## src/lbist_settings.svh

```systemverilog
// ========================================
// LBIST build settings
// Data path width and run counter width
// ========================================

`ifndef LBIST_SETTINGS_SVH
`define LBIST_SETTINGS_SVH

// Width of seed, test vectors, CUT responses and signature.
// Must be a width covered by the tap table (2 to 32).
`define LBIST_WIDTH 32

// Width of the vector count carried by a run command
`define LBIST_COUNT_BITS 16

`endif
```

## src/lbist_poly_pkg.sv

```systemverilog
// ========================================
// LBIST polynomial package
// Feedback tap sets for the LFSR and MISR
// ========================================

`default_nettype none

`include "lbist_settings.svh"

package lbist_poly_pkg;

    // One bit set per feedback tap
    typedef logic [`LBIST_WIDTH-1:0] lbist_tap_mask_t;

    // Tap positions per width, two or four taps; -1 marks an unused slot
    function automatic lbist_tap_mask_t lbist_tap_mask(input int width);
        int          t [4];
        logic [31:0] m;
        case (width)
            2:       t = '{0, 1, -1, -1};
            3:       t = '{0, 2, -1, -1};
            4:       t = '{0, 3, -1, -1};
            5:       t = '{1, 4, -1, -1};
            6:       t = '{0, 5, -1, -1};
            7:       t = '{0, 6, -1, -1};
            8:       t = '{1, 2, 3, 7};
            9:       t = '{3, 8, -1, -1};
            10:      t = '{2, 9, -1, -1};
            11:      t = '{1, 10, -1, -1};
            12:      t = '{0, 3, 5, 11};
            13:      t = '{0, 2, 3, 12};
            14:      t = '{0, 2, 4, 13};
            15:      t = '{0, 14, -1, -1};
            16:      t = '{1, 2, 4, 15};
            17:      t = '{2, 16, -1, -1};
            18:      t = '{6, 17, -1, -1};
            19:      t = '{0, 1, 4, 18};
            20:      t = '{2, 19, -1, -1};
            21:      t = '{1, 20, -1, -1};
            22:      t = '{0, 21, -1, -1};
            23:      t = '{4, 22, -1, -1};
            24:      t = '{0, 2, 3, 23};
            25:      t = '{2, 24, -1, -1};
            26:      t = '{0, 1, 5, 25};
            27:      t = '{0, 1, 4, 26};
            28:      t = '{2, 27, -1, -1};
            29:      t = '{1, 28, -1, -1};
            30:      t = '{0, 3, 5, 29};
            31:      t = '{2, 30, -1, -1};
            32:      t = '{1, 5, 6, 31};
            default: t = '{-1, -1, -1, -1};
        endcase
        m = '0;
        for (int i = 0; i < 4; i++) begin
            if (t[i] >= 0) begin
                m[t[i]] = 1'b1;
            end
        end
        return lbist_tap_mask_t'(m);
    endfunction

endpackage

`default_nettype wire

```

## src/lbist_cmd_pkg.sv

```systemverilog
// ========================================
// LBIST command package
// Command opcodes, command word layout and
// controller states
// ========================================

`default_nettype none

`include "lbist_settings.svh"

package lbist_cmd_pkg;

    // Command opcodes
    typedef enum logic {
        CMD_LOAD_SEED = 1'b0,
        CMD_RUN       = 1'b1
    } lbist_cmd_op_e;

    // Run descriptor, vector count in the low bits
    typedef struct packed {
        logic [`LBIST_WIDTH-`LBIST_COUNT_BITS-1:0] reserved;
        logic [`LBIST_COUNT_BITS-1:0]              count;
    } lbist_run_desc_t;

    // One command word, read by opcode
    typedef union packed {
        logic [`LBIST_WIDTH-1:0] seed;
        lbist_run_desc_t         run;
    } lbist_cmd_word_u;

    // Controller sequence
    typedef enum logic [2:0] {
        IDLE   = 3'd0,
        SEED   = 3'd1,
        STREAM = 3'd2,
        DRAIN  = 3'd3,
        DONE   = 3'd4
    } lbist_ctrl_state_e;

endpackage

`default_nettype wire

```

## src/lbist_top.sv

```systemverilog
// ========================================
// LBIST top level
// Controller, LFSR, CUT and MISR
// ========================================

`default_nettype none

`include "lbist_settings.svh"

module lbist_top
    import lbist_cmd_pkg::*;
(
    input  logic                    clk,
    input  logic                    reset,
    input  logic                    cmd_val,
    input  lbist_cmd_op_e           cmd_op,
    input  logic [`LBIST_WIDTH-1:0] cmd_word,
    output logic                    cmd_rdy,
    output logic                    done_val,
    output logic [`LBIST_WIDTH-1:0] signature,
    input  logic                    done_rdy
);

    logic                    seed_val;
    logic [`LBIST_WIDTH-1:0] seed;
    logic                    seed_rdy;
    logic                    lfsr_restart;
    logic                    lfsr_vec_val;
    logic [`LBIST_WIDTH-1:0] lfsr_vec;
    logic                    lfsr_vec_rdy;
    logic                    cut_in_val;
    logic                    cut_in_rdy;
    logic                    rsp_val;
    logic [`LBIST_WIDTH-1:0] rsp;
    logic                    misr_clear;
    logic [`LBIST_WIDTH-1:0] misr_signature;

    lbist_ctrl ctrl_i (
        .clk            (clk),
        .reset          (reset),
        .cmd_val        (cmd_val),
        .cmd_op         (cmd_op),
        .cmd_word       (cmd_word),
        .cmd_rdy        (cmd_rdy),
        .seed_val       (seed_val),
        .seed           (seed),
        .seed_rdy       (seed_rdy),
        .lfsr_restart   (lfsr_restart),
        .lfsr_vec_val   (lfsr_vec_val),
        .lfsr_vec_rdy   (lfsr_vec_rdy),
        .cut_in_val     (cut_in_val),
        .cut_in_rdy     (cut_in_rdy),
        .rsp_val        (rsp_val),
        .misr_clear     (misr_clear),
        .signature      (misr_signature),
        .done_val       (done_val),
        .done_signature (signature),
        .done_rdy       (done_rdy)
    );

    lbist_lfsr lfsr_i (
        .clk      (clk),
        .reset    (reset),
        .restart  (lfsr_restart),
        .req_val  (seed_val),
        .req_msg  (seed),
        .req_rdy  (seed_rdy),
        .resp_val (lfsr_vec_val),
        .resp_msg (lfsr_vec),
        .resp_rdy (lfsr_vec_rdy)
    );

    // MISR never stalls, so the CUT output is always ready
    lbist_cut cut_i (
        .clk      (clk),
        .reset    (reset),
        .in_val   (cut_in_val),
        .in_data  (lfsr_vec),
        .in_rdy   (cut_in_rdy),
        .out_val  (rsp_val),
        .out_data (rsp),
        .out_rdy  (1'b1)
    );

    lbist_misr misr_i (
        .clk       (clk),
        .reset     (reset),
        .clear     (misr_clear),
        .in_val    (rsp_val),
        .in_data   (rsp),
        .signature (misr_signature)
    );

endmodule

`default_nettype wire

```

## src/lbist_ctrl.sv

```systemverilog
// ========================================
// LBIST controller
// Command decode, seed storage, vector and
// response counting, result hand-off
// ========================================

`default_nettype none

`include "lbist_settings.svh"

module lbist_ctrl
    import lbist_cmd_pkg::*;
(
    input  logic                    clk,
    input  logic                    reset,

    // Command port
    input  logic                    cmd_val,
    input  lbist_cmd_op_e           cmd_op,
    input  lbist_cmd_word_u         cmd_word,
    output logic                    cmd_rdy,

    // LFSR seed side
    output logic                    seed_val,
    output logic [`LBIST_WIDTH-1:0] seed,
    input  logic                    seed_rdy,
    output logic                    lfsr_restart,

    // LFSR to CUT handshake gating
    input  logic                    lfsr_vec_val,
    output logic                    lfsr_vec_rdy,
    output logic                    cut_in_val,
    input  logic                    cut_in_rdy,

    // Response side
    input  logic                    rsp_val,
    output logic                    misr_clear,
    input  logic [`LBIST_WIDTH-1:0] signature,

    // Result port
    output logic                    done_val,
    output logic [`LBIST_WIDTH-1:0] done_signature,
    input  logic                    done_rdy
);

    localparam logic [`LBIST_WIDTH-1:0] SEED_RESET = 1;

    lbist_ctrl_state_e            state;
    logic [`LBIST_WIDTH-1:0]      seed_reg;
    logic [`LBIST_COUNT_BITS-1:0] vec_left;
    logic [`LBIST_COUNT_BITS-1:0] rsp_left;
    logic                         start_pulse;
    logic                         cmd_xfer;
    logic                         vec_more;
    logic                         vec_xfer;
    logic                         enter_done;

    // ========================================
    // Handshakes and outputs
    // ========================================
    assign cmd_rdy      = (state == IDLE);
    assign cmd_xfer     = cmd_val && cmd_rdy;
    assign seed_val     = (state == SEED);
    assign seed         = seed_reg;
    assign lfsr_restart = start_pulse;
    assign misr_clear   = start_pulse;
    assign done_val     = (state == DONE);

    // Vector flow stops once N have been issued
    assign vec_more     = (state == STREAM) && (vec_left != '0);
    assign cut_in_val   = lfsr_vec_val && vec_more;
    assign lfsr_vec_rdy = cut_in_rdy && vec_more;
    assign vec_xfer     = lfsr_vec_val && lfsr_vec_rdy;

    // Zero-length run skips straight to the result
    assign enter_done = ((state == SEED) && seed_rdy && (vec_left == '0))
                     || ((state == DRAIN) && (rsp_left == '0));

    // ========================================
    // Sequencer
    // ========================================
    always_ff @(posedge clk) begin
        if (reset) begin
            state       <= IDLE;
            seed_reg    <= SEED_RESET;
            vec_left    <= '0;
            rsp_left    <= '0;
            start_pulse <= 1'b0;
        end else begin
            start_pulse <= 1'b0;
            if (rsp_val && (rsp_left != '0)) begin
                rsp_left <= rsp_left - 1'b1;
            end
            case (state)
                IDLE: begin
                    if (cmd_xfer && (cmd_op == CMD_LOAD_SEED)) begin
                        seed_reg <= cmd_word.seed;
                    end else if (cmd_xfer) begin
                        vec_left    <= cmd_word.run.count;
                        rsp_left    <= cmd_word.run.count;
                        start_pulse <= 1'b1;
                        state       <= SEED;
                    end
                end
                SEED: begin
                    if (enter_done) begin
                        state <= DONE;
                    end else if (seed_rdy) begin
                        state <= STREAM;
                    end
                end
                STREAM: begin
                    if (vec_xfer) begin
                        vec_left <= vec_left - 1'b1;
                        // Last vector issued
                        if (vec_left == 1) begin
                            state <= DRAIN;
                        end
                    end
                end
                DRAIN: begin
                    if (enter_done) begin
                        state <= DONE;
                    end
                end
                DONE: begin
                    if (done_rdy) begin
                        state <= IDLE;
                    end
                end
                default: state <= IDLE;
            endcase
        end
    end

    // Final signature captured once all responses are in
    always_ff @(posedge clk) begin
        if (enter_done) begin
            done_signature <= signature;
        end
    end

endmodule

`default_nettype wire

```

## src/lbist_misr.sv

```systemverilog
// ========================================
// LBIST signature register
// MISR folding one response per valid cycle
// ========================================

`default_nettype none

`include "lbist_settings.svh"

module lbist_misr
    import lbist_poly_pkg::*;
(
    input  logic                    clk,
    input  logic                    reset,
    input  logic                    clear,
    input  logic                    in_val,
    input  logic [`LBIST_WIDTH-1:0] in_data,
    output logic [`LBIST_WIDTH-1:0] signature
);

    // Same polynomial as the pattern generator
    localparam lbist_tap_mask_t TAPS = lbist_tap_mask(`LBIST_WIDTH);

    logic                    feedback;
    logic [`LBIST_WIDTH-1:0] sig_next;

    assign feedback = ^(signature & TAPS);

    // Shift with feedback, then fold in the response
    assign sig_next = {signature[`LBIST_WIDTH-2:0], feedback} ^ in_data;

    always_ff @(posedge clk) begin
        if (reset || clear) begin
            signature <= '0;
        end else if (in_val) begin
            signature <= sig_next;
        end
    end

endmodule

`default_nettype wire

```

## src/lbist_cut.sv

```systemverilog
// ========================================
// LBIST circuit under test
// Two-stage val/rdy mixing pipeline
// ========================================

`default_nettype none

`include "lbist_settings.svh"

module lbist_cut (
    input  logic                    clk,
    input  logic                    reset,
    input  logic                    in_val,
    input  logic [`LBIST_WIDTH-1:0] in_data,
    output logic                    in_rdy,
    output logic                    out_val,
    output logic [`LBIST_WIDTH-1:0] out_data,
    input  logic                    out_rdy
);

    logic                    s1_val;
    logic [`LBIST_WIDTH-1:0] s1_data;
    logic                    s2_val;
    logic [`LBIST_WIDTH-1:0] s2_data;
    logic                    s1_en;
    logic                    s2_en;
    logic [`LBIST_WIDTH-1:0] mix1;
    logic [`LBIST_WIDTH-1:0] s1_rev;

    // Stage one function, input XOR input rotated left by seven
    assign mix1 = in_data ^ ((in_data << 7) | (in_data >> (`LBIST_WIDTH - 7)));

    // Bit reversal of the stage one value
    always_comb begin
        for (int i = 0; i < `LBIST_WIDTH; i++) begin
            s1_rev[i] = s1_data[`LBIST_WIDTH-1-i];
        end
    end

    // A stage loads when its slot is empty or is draining this cycle
    assign s2_en  = !s2_val || out_rdy;
    assign s1_en  = !s1_val || s2_en;
    assign in_rdy = s1_en;

    always_ff @(posedge clk) begin
        if (reset) begin
            s1_val <= 1'b0;
            s2_val <= 1'b0;
        end else begin
            if (s1_en) begin
                s1_val <= in_val;
            end
            if (s2_en) begin
                s2_val <= s1_val;
            end
        end
    end

    always_ff @(posedge clk) begin
        if (s1_en && in_val) begin
            s1_data <= mix1;
        end
        if (s2_en && s1_val) begin
            s2_data <= s1_data + s1_rev;
        end
    end

    assign out_val  = s2_val;
    assign out_data = s2_data;

endmodule

`default_nettype wire

```

## src/lbist_lfsr.sv

```systemverilog
// ========================================
// LBIST pattern generator
// Seeded Fibonacci LFSR with val/rdy ports
// ========================================

`default_nettype none

`include "lbist_settings.svh"

module lbist_lfsr
    import lbist_poly_pkg::*;
(
    input  logic                    clk,
    input  logic                    reset,
    input  logic                    restart,

    // Seed request from the controller
    input  logic                    req_val,
    input  logic [`LBIST_WIDTH-1:0] req_msg,
    output logic                    req_rdy,

    // Vector stream toward the CUT
    output logic                    resp_val,
    output logic [`LBIST_WIDTH-1:0] resp_msg,
    input  logic                    resp_rdy
);

    // ========================================
    // Local constants
    // ========================================
    localparam lbist_tap_mask_t TAPS = lbist_tap_mask(`LBIST_WIDTH);

    // Waiting for a seed, or generating vectors
    localparam logic IDLE    = 1'b0;
    localparam logic GEN_VAL = 1'b1;

    logic                    state;
    logic [`LBIST_WIDTH-1:0] q;
    logic                    feedback;

    // XOR of all tapped bits
    assign feedback = ^(q & TAPS);

    // ========================================
    // State and shift register
    // ========================================
    always_ff @(posedge clk) begin
        if (reset || restart) begin
            state <= IDLE;
            q     <= '0;
        end else begin
            case (state)
                IDLE: begin
                    if (req_val) begin
                        q     <= req_msg;
                        state <= GEN_VAL;
                    end
                end
                GEN_VAL: begin
                    // Advance only on an accepted vector
                    if (resp_rdy) begin
                        q <= {q[`LBIST_WIDTH-2:0], feedback};
                    end
                end
                default: state <= IDLE;
            endcase
        end
    end

    // No seed taken while a restart is in progress
    assign req_rdy  = (state == IDLE) && !restart;
    assign resp_val = (state == GEN_VAL);
    assign resp_msg = (state == GEN_VAL) ? q : '0;

endmodule

`default_nettype wire

```

## config.mk

```make
export PLATFORM = sky130hd
export DESIGN_NAME = lbist_top
export DESIGN_NICKNAME = d
export VERILOG_FILES = /design/src/lbist_poly_pkg.sv /design/src/lbist_cmd_pkg.sv /design/src/lbist_top.sv /design/src/lbist_ctrl.sv /design/src/lbist_misr.sv /design/src/lbist_cut.sv /design/src/lbist_lfsr.sv
export VERILOG_INCLUDE_DIRS = /design/src
export SDC_FILE = /design/constraint.sdc
export NUM_CORES = 1
export LEC_CHECK = 0
export ABC_AREA = 1
export BUFFER_PORTS_ARGS = -buffer_cell sky130_fd_sc_hd__buf_2
export CORE_ASPECT_RATIO = 0.5
export CORE_UTILIZATION = 40
export CTS_CLUSTER_DIAMETER = 120
export DETAILED_ROUTE_END_ITERATION = 6
export GPL_TIMING_DRIVEN = 0
export PLACE_DENSITY_LB_ADDON = 0.1
export SETUP_SLACK_MARGIN = 0.3
export SLEW_MARGIN = 0
export SYNTH_ARGS = -nofsm -noshare
export SYNTH_HDL_FRONTEND = slang
export SYNTH_SLANG_ARGS = --single-unit
```

## constraint.sdc

```tcl
create_clock -name clk -period 10.4 [get_ports clk]
set_input_delay 1.04 -clock clk [delete_from_list [all_inputs] [get_ports clk]]
set_output_delay 1.04 -clock clk [all_outputs]
set_load 0.01 [all_outputs]
```

# Yosys cells after proc, flatten, opt, wreduce, memory -nomap -nowiden
# Cells that the tools add are included.
dict set report classes {
  add_sub_neg 3
  mul 0
  div 0
  magnitude_cmp 0
  n_eq_ne 14
  shift 0
  mux 24
  n_bitwise 6
  reduce_logical 25
}
# cell n
set op_table {}
lappend op_table {{$mux 16} 7}
lappend op_table {{$mux 32} 3}
lappend op_table {{$pmux 32 s2} 1}
lappend op_table {{$reduce_xor 32->1} 2}
lappend op_table {{$xor 32x32->32} 2}
lappend op_table {{$add 32x32->32} 1}
lappend op_table {{$logic_not 16->1} 2}
lappend op_table {{$or 32x7->32} 1}
lappend op_table {{$pmux 16 s2} 1}
lappend op_table {{$reduce_bool 16->1} 2}
lappend op_table {{$sub 16x1->16 const B} 2}
lappend op_table {{$mux 3} 8}
lappend op_table {{$eq 16x1->1 const B} 1}
lappend op_table {{$pmux 3 s5} 1}
lappend op_table {{$ne 2x2->1 const B} 5}
lappend op_table {{$logic_and 1x1->1} 9}
lappend op_table {{$reduce_and 7->1} 1}
lappend op_table {{$eq 3x2->1 const B} 2}
lappend op_table {{$ne 2x1->1 const B} 3}
lappend op_table {{$reduce_and 2->1} 2}
lappend op_table {{$reduce_and 4->1} 1}
lappend op_table {{$eq 3x1->1 const B} 1}
lappend op_table {{$eq 3x3->1 const B} 1}
lappend op_table {{$logic_not 3->1} 1}
lappend op_table {{other kinds (7)} 12}
dict set report totals {
  ff_bits 231
  latchBits 0
  ram_bits 0
  rom_bits 0
  inputBits 37
  out_inout_bits 34
  elab_cells 85
  mem_count 0
}

# Depth between registers and ports, before layout
# Gate-level depths: netlist of run 1.
dict set report logic_depth {
  depth_word 7
  ltp_mapped 14
  ltp_nobuf 13
}

# Hierarchy
# From an unflattened synthesis of run 1, not the netlist that was laid out.
dict set report unflattened {
  hier_cells 1562
  hier_area_um2 12644.6
}
# mod n_inst cells_each area_each_um2 seq_area_each_um2
set by_module_without_submodules {}
lappend by_module_without_submodules {lbist_ctrl 1 585 4818.4 2322.2}
lappend by_module_without_submodules {lbist_cut 1 517 4383.0 1961.9}
lappend by_module_without_submodules {lbist_lfsr 1 240 1844.3 660.6}
lappend by_module_without_submodules {lbist_misr 1 219 1595.3 640.6}
lappend by_module_without_submodules {lbist_top 1 1 3.8 0.0}

# Worst setup path after synthesis of run 1
# No wires, ideal clock.
dict set report synth_path {
  path_kind {register to register}
  startpoint {register ctrl_i.rsp_left[0]}
  endpoint {register ctrl_i.done_signature[0], enable pin}
  arrival_time_ps 3162
  t_required_ps 9934
  setup_slack_ps 6772
  path_stages_with_launch 7
  period_less_slack_ps 3628
  cell_sequence {dfxtp_1 inv_1 ha_1 nand2_1 nor2_1 nand2_1 o21ai_0}
}
dict set report synth_between {
  elab_chain_cells 3
}
# element line
set synth_lines {}
lappend synth_lines {{from (decl)} lbist_ctrl.sv:51} ;# logic [`LBIST_COUNT_BITS-1:0] rsp_left;
lappend synth_lines {{from (signal assigned)} lbist_ctrl.sv:92} ;# rsp_left <= rsp_left - 1'b1;
lappend synth_lines {{from (signal assigned)} lbist_ctrl.sv:100} ;# rsp_left <= cmd_word.run.count;
lappend synth_lines {{$logic_not 16->1} lbist_ctrl.sv:77} ;# || ((state == DRAIN) && (rsp_left == '0));
lappend synth_lines {{$logic_and 1x1->1} lbist_ctrl.sv:77}
lappend synth_lines {{$logic_or 1x1->1} lbist_ctrl.sv:77}
lappend synth_lines {{net ctrl_i.enter_done} lbist_ctrl.sv:56} ;# logic enter_done;
lappend synth_lines {{to (signal assigned)} lbist_ctrl.sv:139} ;# done_signature <= signature;
lappend synth_lines {{to (decl)} lbist_ctrl.sv:42} ;# output logic [`LBIST_WIDTH-1:0] done_signature,
# The timed path passes the listed nets, and every way through them passes these cells.
# A chain may end at the register's enable or synchronous reset.

# Final worst setup path of run 1
dict set report layout_path {
  startpoint {register ctrl_i.state[1]}
  endpoint {output port done_val}
}
dict set report layout_between {
  elab_chain_cells 1
}
# element line
set layout_lines {}
lappend layout_lines {{from (decl)} lbist_ctrl.sv:48} ;# lbist_ctrl_state_e state;
lappend layout_lines {{from (signal assigned)} lbist_ctrl.sv:84} ;# state <= IDLE;
lappend layout_lines {{from (signal assigned)} lbist_ctrl.sv:102} ;# state <= SEED;
lappend layout_lines {{from (signal assigned)} lbist_ctrl.sv:107} ;# state <= DONE;
lappend layout_lines {{$eq 3x3->1} lbist_ctrl.sv:67} ;# assign done_val = (state == DONE);
lappend layout_lines {{to (decl)} lbist_top.sv:19} ;# output logic done_val,
# Every way passes these cells.

==> results of run 1 <==
## critical path: stages (launching register included)
cell	delay, ns
dfxtp_1	0.39
nor3_1	0.42
buf_2	0.21
## stage by stage
step | setup slack (ns) | hold WS [ns] | utilization, %
detailed placement | 7.78 | 0.456 | 44.4
finish | 7.81 | 0.462 | 47.0
global route | 7.72 | 0.488 | 47.0
CTS | 7.80 | 0.465 | 47.0
global placement | 5.11 | 0.449 | 44.3
floorplan | 6.77 | 0.424 | -
## power by group through the flow
| stage | sequential, W | clock, W | combinational [W] |
|---|---|---|---|
| 2_1_floorplan | 0.00118 | 0 | 0.000623 |
| 3_3_place_gp | 0.00120 | 0 | 0.000832 |
| 3_5_place_dp | 0.00120 | 0 | 0.000853 |
| 4_1_cts | 0.00118 | 0.000851 | 0.000856 |
| 5_1_grt | 0.00120 | 0.000886 | 0.000964 |
| 6_report | 0.00119 | 0.000831 | 0.000856 |
## worst min path at each step
stage | startpoint | to | slack (ns) | depth (start not counted)
2_1_floorplan | ctrl_i.seed[1] | ctrl_i.seed[1] | 0.42 | 2
3_3_place_gp | lfsr_i.q[15] | lfsr_i.q[15] | 0.45 | 2
3_5_place_dp | lfsr_i.q[13] | lfsr_i.q[13] | 0.46 | 2
4_1_cts | lfsr_i.q[13] | lfsr_i.q[13] | 0.47 | 2
5_1_grt | lfsr_i.q[15] | lfsr_i.q[15] | 0.49 | 2
6_report | ctrl_i.seed[31] | ctrl_i.seed[31] | 0.46 | 2
## area by class of cell
| type | instances | area share (%) |
|---|---|---|
| plain buffers | 59 | 2.19 |
| clock buffers | 33 | 4.94 |
| clock inverters | 8 | 0.682 |
| inverters | 171 | 4.86 |
| multi-input cells | 1046 | 38.6 |
| flip-flops and latches | 231 | 42.3 |
| well taps | 382 | 3.62 |
| repair buffers | 71 | 2.80 |
## routing by layer
| layer | global-route usage (%) | vias up |
|---|---|---|
| li1 | - | 5057 |
| met1 | 27.4 | 4498 |
| met2 | 36.1 | 239 |
| met3 | 3.87 | 66 |
| met4 | 7.35 | 0 |
| met5 | 0 | - |
## synthesized netlist by cell type, types with 2 or more instances
cell      count
inv_2         5
o21ai_0     162
xor2_1       62
ha_1         19
clkbuf_1     27
buf_2        20
nor2_1      230
a21oi_1     103
o21ai_1       5
xnor2_1       8
nand2_4       2
nor2_2        5
buf_6         2
o21bai_1      2
buf_1         4
nand3b_1      4
o211ai_1      2
nand2_1     340
dfxtp_1     135
o21a_1        2
nand4_1      13
nor3_1        8
nand3_2       5
nand2_2       4
nand3_1      57
inv_1       166
edfxtp_1     96
buf_4         4
## layout by cell type (no fill, tap or decap), types with 4 or more instances in the layout
master / Yosys / final
nand3_1: 57 / 57
buf_1: 4 / 4
nand3b_1: 4 / 4
nand3_2: 5 / 5
xor2_1: 62 / 62
dfxtp_1: 135 / 134
edfxtp_1: 96 / 96
ha_1: 19 / 19
o21ai_1: 5 / 5
o21ai_0: 162 / 161
nor3_1: 8 / 8
nor2_2: 5 / 5
clkinv_2: 0 / 6
clkbuf_8: 0 / 4
nand2_1: 340 / 340
clkbuf_1: 27 / 33
inv_1: 166 / 166
nand2_2: 4 / 4
clkbuf_16: 0 / 23
xnor2_1: 8 / 8
nor2_1: 230 / 230
buf_2: 20 / 90
inv_2: 5 / 5
buf_4: 4 / 4
a21oi_1: 103 / 103
nand4_1: 13 / 13
## cell families after synthesis
| kind of cell | share of synthesized area (%) |
|---|---|
| AO/OA/AOI/OAI | 12.3 |
| XOR/XNOR | 5.28 |
| adder cells (fa/ha/maj) | 2.22 |
| buffers and inverters | 8.02 |
| flip-flops | 48.1 |
| multiplexers | 0.0862 |
| AND/OR/NAND/NOR | 23.9 |
==> results.yml, run 1 <==
run_status:
  status: "completed"
timing:
  post-route-period-util_pct: 24.9
  tightest_slew_ns: 1.09
  max_clock_freq_ghz: 0.386
  setup_tns_ns: 0
  hold_viol_final: 0
  clock_skew_ns: 0.0110
  rsz0062_at_grt: "no"
  maxSlewViolCount: 0
  maxSlewHeadroom_pct: 27.4
  setup_viol: 0
  period_needed_ns: 2.59
layout:
  regArea_sq_mm: 0.00559
  nNetsFinal: 1660
  multi_input_area_sq_mm: 0.00510
  instances_no_fill: 2001
  drive_gt1_share_pct: 9.94
  syn_to_final_growth_pct: 13.8
  final_area_sq_mm: 0.0132
  diodes: 0
  nFillCells: 2827
global_routing:
  grt.overflow.total: 0
  first_global_vias: 9150
  grt_antenna_before_repair: 0
  grt_usage_pct: 21.2
  grt_max_degree: 34
  grt_pass1_wl_mm: 49.2
setup_path:
  r2r_slack_ns: 8.01
  ff2ff_path_depth: 7
  crit_type: "reg2out"
  crit_path_start_kind: "flip-flop"
  cp_max_fo: 6
  cp.required_ns: 9.36
  critPathCapture: "done_val"
  critPathCaptureType: "output pin"
  worstPathArrival_ns: 1.55
  critPathLaunch: "ctrl_i.state[1]"
  r2r_start: "ctrl_i.vec_left[0]"
  reg2reg_to: "cut_i.s1_data[7]"
logic_synthesis:
  avgSynthCellArea_sq_um: 7.70
  synthDistinctLibCells: 43
  yosysTopAreaCell: "edfxtp_1"
  syn_nets: 1564
  async_flop_share_pct: 0
  synth_seq_cells: 231
  yosys_warnings: 0
  synth-edff-count: 96
  ys_seq_area_share_pct: 48.1
  synth_flop_cell: "dfxtp_1"
  synthCells: 1507
  syn_area_sq_mm: 0.0116
  yosys.area.top_type_share_pct: 24.8
  synthTopCellsByArea: "edfxtp_1 (25%), dfxtp_1 (23%), nand2_1 (11%), nor2_1 (7.4%), o21ai_0 (7.0%)"
die:
  core_sq_mm: 0.0281
  die_area_sq_mm: 0.0297
  io_pins: 71
  fp.dieW_um: 243
  start_util_pct: 41.3
  row_count: 43
  die_h_um: 122
routing:
  viasPerCell: 4.93
  routed_wl_mm: 31.4
  wire_per_inst_um: 15.7
  route.antenna.remaining_nets: 0
  drc: 0
  dr.max_layer_used: "met4"
  vias: 9860
  drt-met1-wl_mm: 14.7
  met2_length_mm: 14.3
  dr_wl_met3_mm: 1.37
  dr.pass1.iters: 5
  drtIter0Drc: 724
placed_design:
  globalplace.congestion: 0.954
  placedCellCount: 1960
  numPortBuffers: 70
  place_hpwl_mm: 24.5
  placed_cell_area_sq_mm: 0.0125
power:
  leakagePower_nw: 6.17
  p_sw_share_pct: 35.3
  p_total_w: 0.00287
  p_int_w: 0.00186
  seq_power_share_pct: 41.3
  power_density_mw_per_mm2: 218
  p_sw_w: 0.00101
  ir_worst_vdd_mv: 0.106
  clkPwrFrac_pct: 28.9
  power_frac_comb_pct: 29.8
clocking:
  hold_buffers: 0
  clk_path_buf_depth: 3
  cts_setup_buffers: 0
  clk-insertion-delay-late_ns: 0.52
  cts_tree: "done"
  cts.clk_slew.worst_paths_ns: 0.07
  cts_buffers: 23
  cts-root-buf: "clkbuf_16"
  cts-htree-levels: 1
  cts_sinks: 231
  cts_resized: 0
worst_hold_path:
  hold_path.class: "reg2reg"
flow_run:
  drv_cap: 0
No activity file was read; power rests on OpenSTA's default activity.
==> run 2, diff against run 1 <==
Settings changed: ABC_AREA 1 to 0.
Clock period 10.4 ns to 2.6 ns, I/O delays scaled along.
==> run 2 against run 1 <==
  * Final cell count shrank 19%
  * Hold slack worse by 0.43 ns
  * Area after synthesis is 6.3% lower
  * Sequential power grew to 3.5 times the previous value
  * Critical path depth rose by 8
  * Die area is 6.2% lower
  * Highest routed layer unchanged
  * Sequential cell count is the same
  * Combinational power grew 69%
==> results.yml, run 2 <==
run_status:
  status: "completed"
routing:
  vias: 8609
  drtIter0Drc: 466
  viasPerCell: 5.28
  dr.pass1.iters: 5
  wire_per_inst_um: 18.2
  drc: 0
  routed_wl_mm: 29.6
  route.antenna.remaining_nets: 0
worst_hold_path:
  hp-start: "cmd_word[14]"
  hold_path.class: "in2reg"
die:
  die_area_sq_mm: 0.0279
  die_h_um: 119
  row_count: 42
  io_pins: 71
  fp.dieW_um: 235
  core_sq_mm: 0.0266
  start_util_pct: 40.9
layout:
  drive_gt1_share_pct: 23.3
  final_area_sq_mm: 0.0138
  syn_to_final_growth_pct: 26.6
  nNetsFinal: 1319
  mostFrequentLayoutCells: "dfxtp_1 (125), nor2_1 (123), nand2_1 (112)"
  nFillCells: 2403
  diodes: 0
  fin_util_pct: 51.8
  final_common_cell: "dfxtp_1"
clocking:
  cts_buffers: 23
  clk-insertion-delay-late_ns: 0.52
  cts_tree: "done"
  cts-root-buf: "clkbuf_16"
  cts.clk_slew.worst_paths_ns: 0.06
  cts_sinks: 231
  clk_path_buf_depth: 3
  cts-htree-levels: 1
global_routing:
  first_global_vias: 8298
  grt_antenna_before_repair: 0
  grt_usage_pct: 20.9
  grt_pass1_wl_mm: 45.9
  grt.overflow.total: 0
  grt_max_degree: 34
setup_path:
  path_cells: "ha_1 -> buf_6 -> buf_6 -> a21oi_2 -> o31a_1 -> a221oi_4 -> buf_4 -> o311ai_4 -> a21oi_2 -> xor2_1"
  cp_slowest_cell: "edfxtp_1"
  critPathLaunch: "cut_i.s1_data[4]"
  cp.required_ns: 2.87
  cpPeakStageDelay_ns: 0.37
  crit_type: "reg2reg"
  cp_max_fo: 3
  crit_path_start_kind: "flip-flop"
  critPathCaptureType: "flip-flop"
  worstPathArrival_ns: 2.67
  r2r_start: "cut_i.s1_data[4]"
placed_design:
  place_hpwl_mm: 20.6
  numPortBuffers: 69
  place_ws_ns: -0.368
  placed_cell_area_sq_mm: 0.0118
  globalplace.congestion: 0.880
logic_synthesis:
  yosys.area.top_type_share_pct: 26.5
  synth_seq_cells: 231
  synthDistinctLibCells: 67
  avgSynthCellArea_sq_um: 9.88
  ys_seq_area_share_pct: 51.3
  syn_nets: 1158
  yosys_warnings: 0
  syn_area_sq_mm: 0.0109
  synthCells: 1101
  synth-edff-count: 96
  synth_flop_cell: "dfxtp_1"
  synthTopCellsByArea: "edfxtp_1 (26%), dfxtp_1 (25%), xnor2_1 (7.2%), a211oi_1 (5.4%), nor2_1 (4.9%)"
  synth.most_common_cell: "nor2_1"
  ys_top_cells_by_count: "nor2_1 (141), dfxtp_1 (135), nand2_1 (116), edfxtp_1 (96), xnor2_1 (90)"
  yosysTopAreaCell: "edfxtp_1"
  async_flop_share_pct: 0
timing:
  maxSlewViolCount: 0
  period_needed_ns: 2.40
  tightest_slew_ns: 0.889
  setup_tns_ns: 0
  fin_hold_ws_ns: 0.0357
  maxSlewHeadroom_pct: 40.8
  hold_viol_final: 0
  setup_viol: 0
  clock_skew_ns: 0.00930
  finalWorstSetupSlack_ns: 0.196
  post-route-period-util_pct: 92.5
  max_clock_freq_ghz: 0.416
  rsz0062_at_grt: "yes"
power:
  ir_worst_vdd_mv: 0.401
  power_density_mw_per_mm2: 676
  leakagePower_nw: 4.67
flow_run:
  drv_cap: 0
-- run 2: where the power goes --
group | internal (W) | switching, W
combinational | 0.000623 | 0.000829
sequential | 0.00394 | 0.000199
clock | 0.00229 | 0.00143
-- run 2: critical path, delay by kind of cell (launching register included) --
family,cells,cell delay [ns]
AO/OA/AOI/OAI,5,0.87
buffers and inverters,3,0.40
flip-flops,1,0.37
adder cells (fa/ha/maj),1,0.31
XOR/XNOR,1,0.18
-- run 2: metal layers --
metal | vias to the layer above | global-route usage, % | share of wire (%)
met5 | - | 0 | 0
met4 | 0 | 5.60 | 2.3
met3 | 41 | 4.65 | 4.7
met2 | 195 | 34.0 | 46
met1 | 4122 | 28.0 | 47
li1 | 4251 | - | -
-- run 2: area by class of cell --
| class | count | area (sq um) | area share (%) |
|---|---|---|---|
| clock buffer | 34 | 709 | 5.15 |
| tap | 352 | 440 | 3.20 |
| multi-input combinational | 778 | 5420 | 39.4 |
| clock inverter | 7 | 138 | 0.999 |
| inverter | 19 | 71.3 | 0.518 |
| buffer | 74 | 415 | 3.02 |
| sequential | 231 | 5600 | 40.7 |
| timing repair buffer | 135 | 977 | 7.10 |
-- run 2: worst paths after layout --
check                        to  slack, ns  cells after the start
max          cut_i.out_data[31]       0.20                     10
min             ctrl_i.seed[14]       0.04                      3
max reg2reg  cut_i.out_data[31]       0.20                     10
min reg2reg     ctrl_i.seed[15]       0.46                      2
-- run 2: metrics by stage --
| step | power [W] | instances |
|---|---|---|
| after CTS | 0.00925 | 1603 |
| after detailed placement | 0.00544 | 1524 |
| after global placement | 0.00542 | 1522 |
| after global routing | 0.00969 | 1630 |
| after floorplan | 0.00507 | 1101 |
| final | 0.00931 | 1630 |
-- run 2: kinds of logic (layout without fill, tap and decap cells) --
logic type | after synthesis | in the layout | share of synthesized area (%)
muxes | 35 | 35 | 3.22
xor gates and xnor gates | 104 | 104 | 8.37
DFF | 231 | 231 | 51.3
adders and majority gates | 20 | 20 | 2.37
and+or+nand+nor | 345 | 345 | 14.4
AOI/OAI and AO/OA | 273 | 274 | 16.6
buffers and inverters | 93 | 269 | 3.71
-- run 2: repair_timing --
| action | 4_1_cts | 5_1_grt |
|---|---|---|
| pin swaps | 18 | 27 |
| hold buffers | 17 | 0 |
| resized for setup | 63 | 82 |
| cloned | 1 | 2 |
| endpoints found under the setup margin | 56 | 105 |
| buffers inserted | 20 | 25 |
| endpoints found under the hold margin | 17 | 0 |
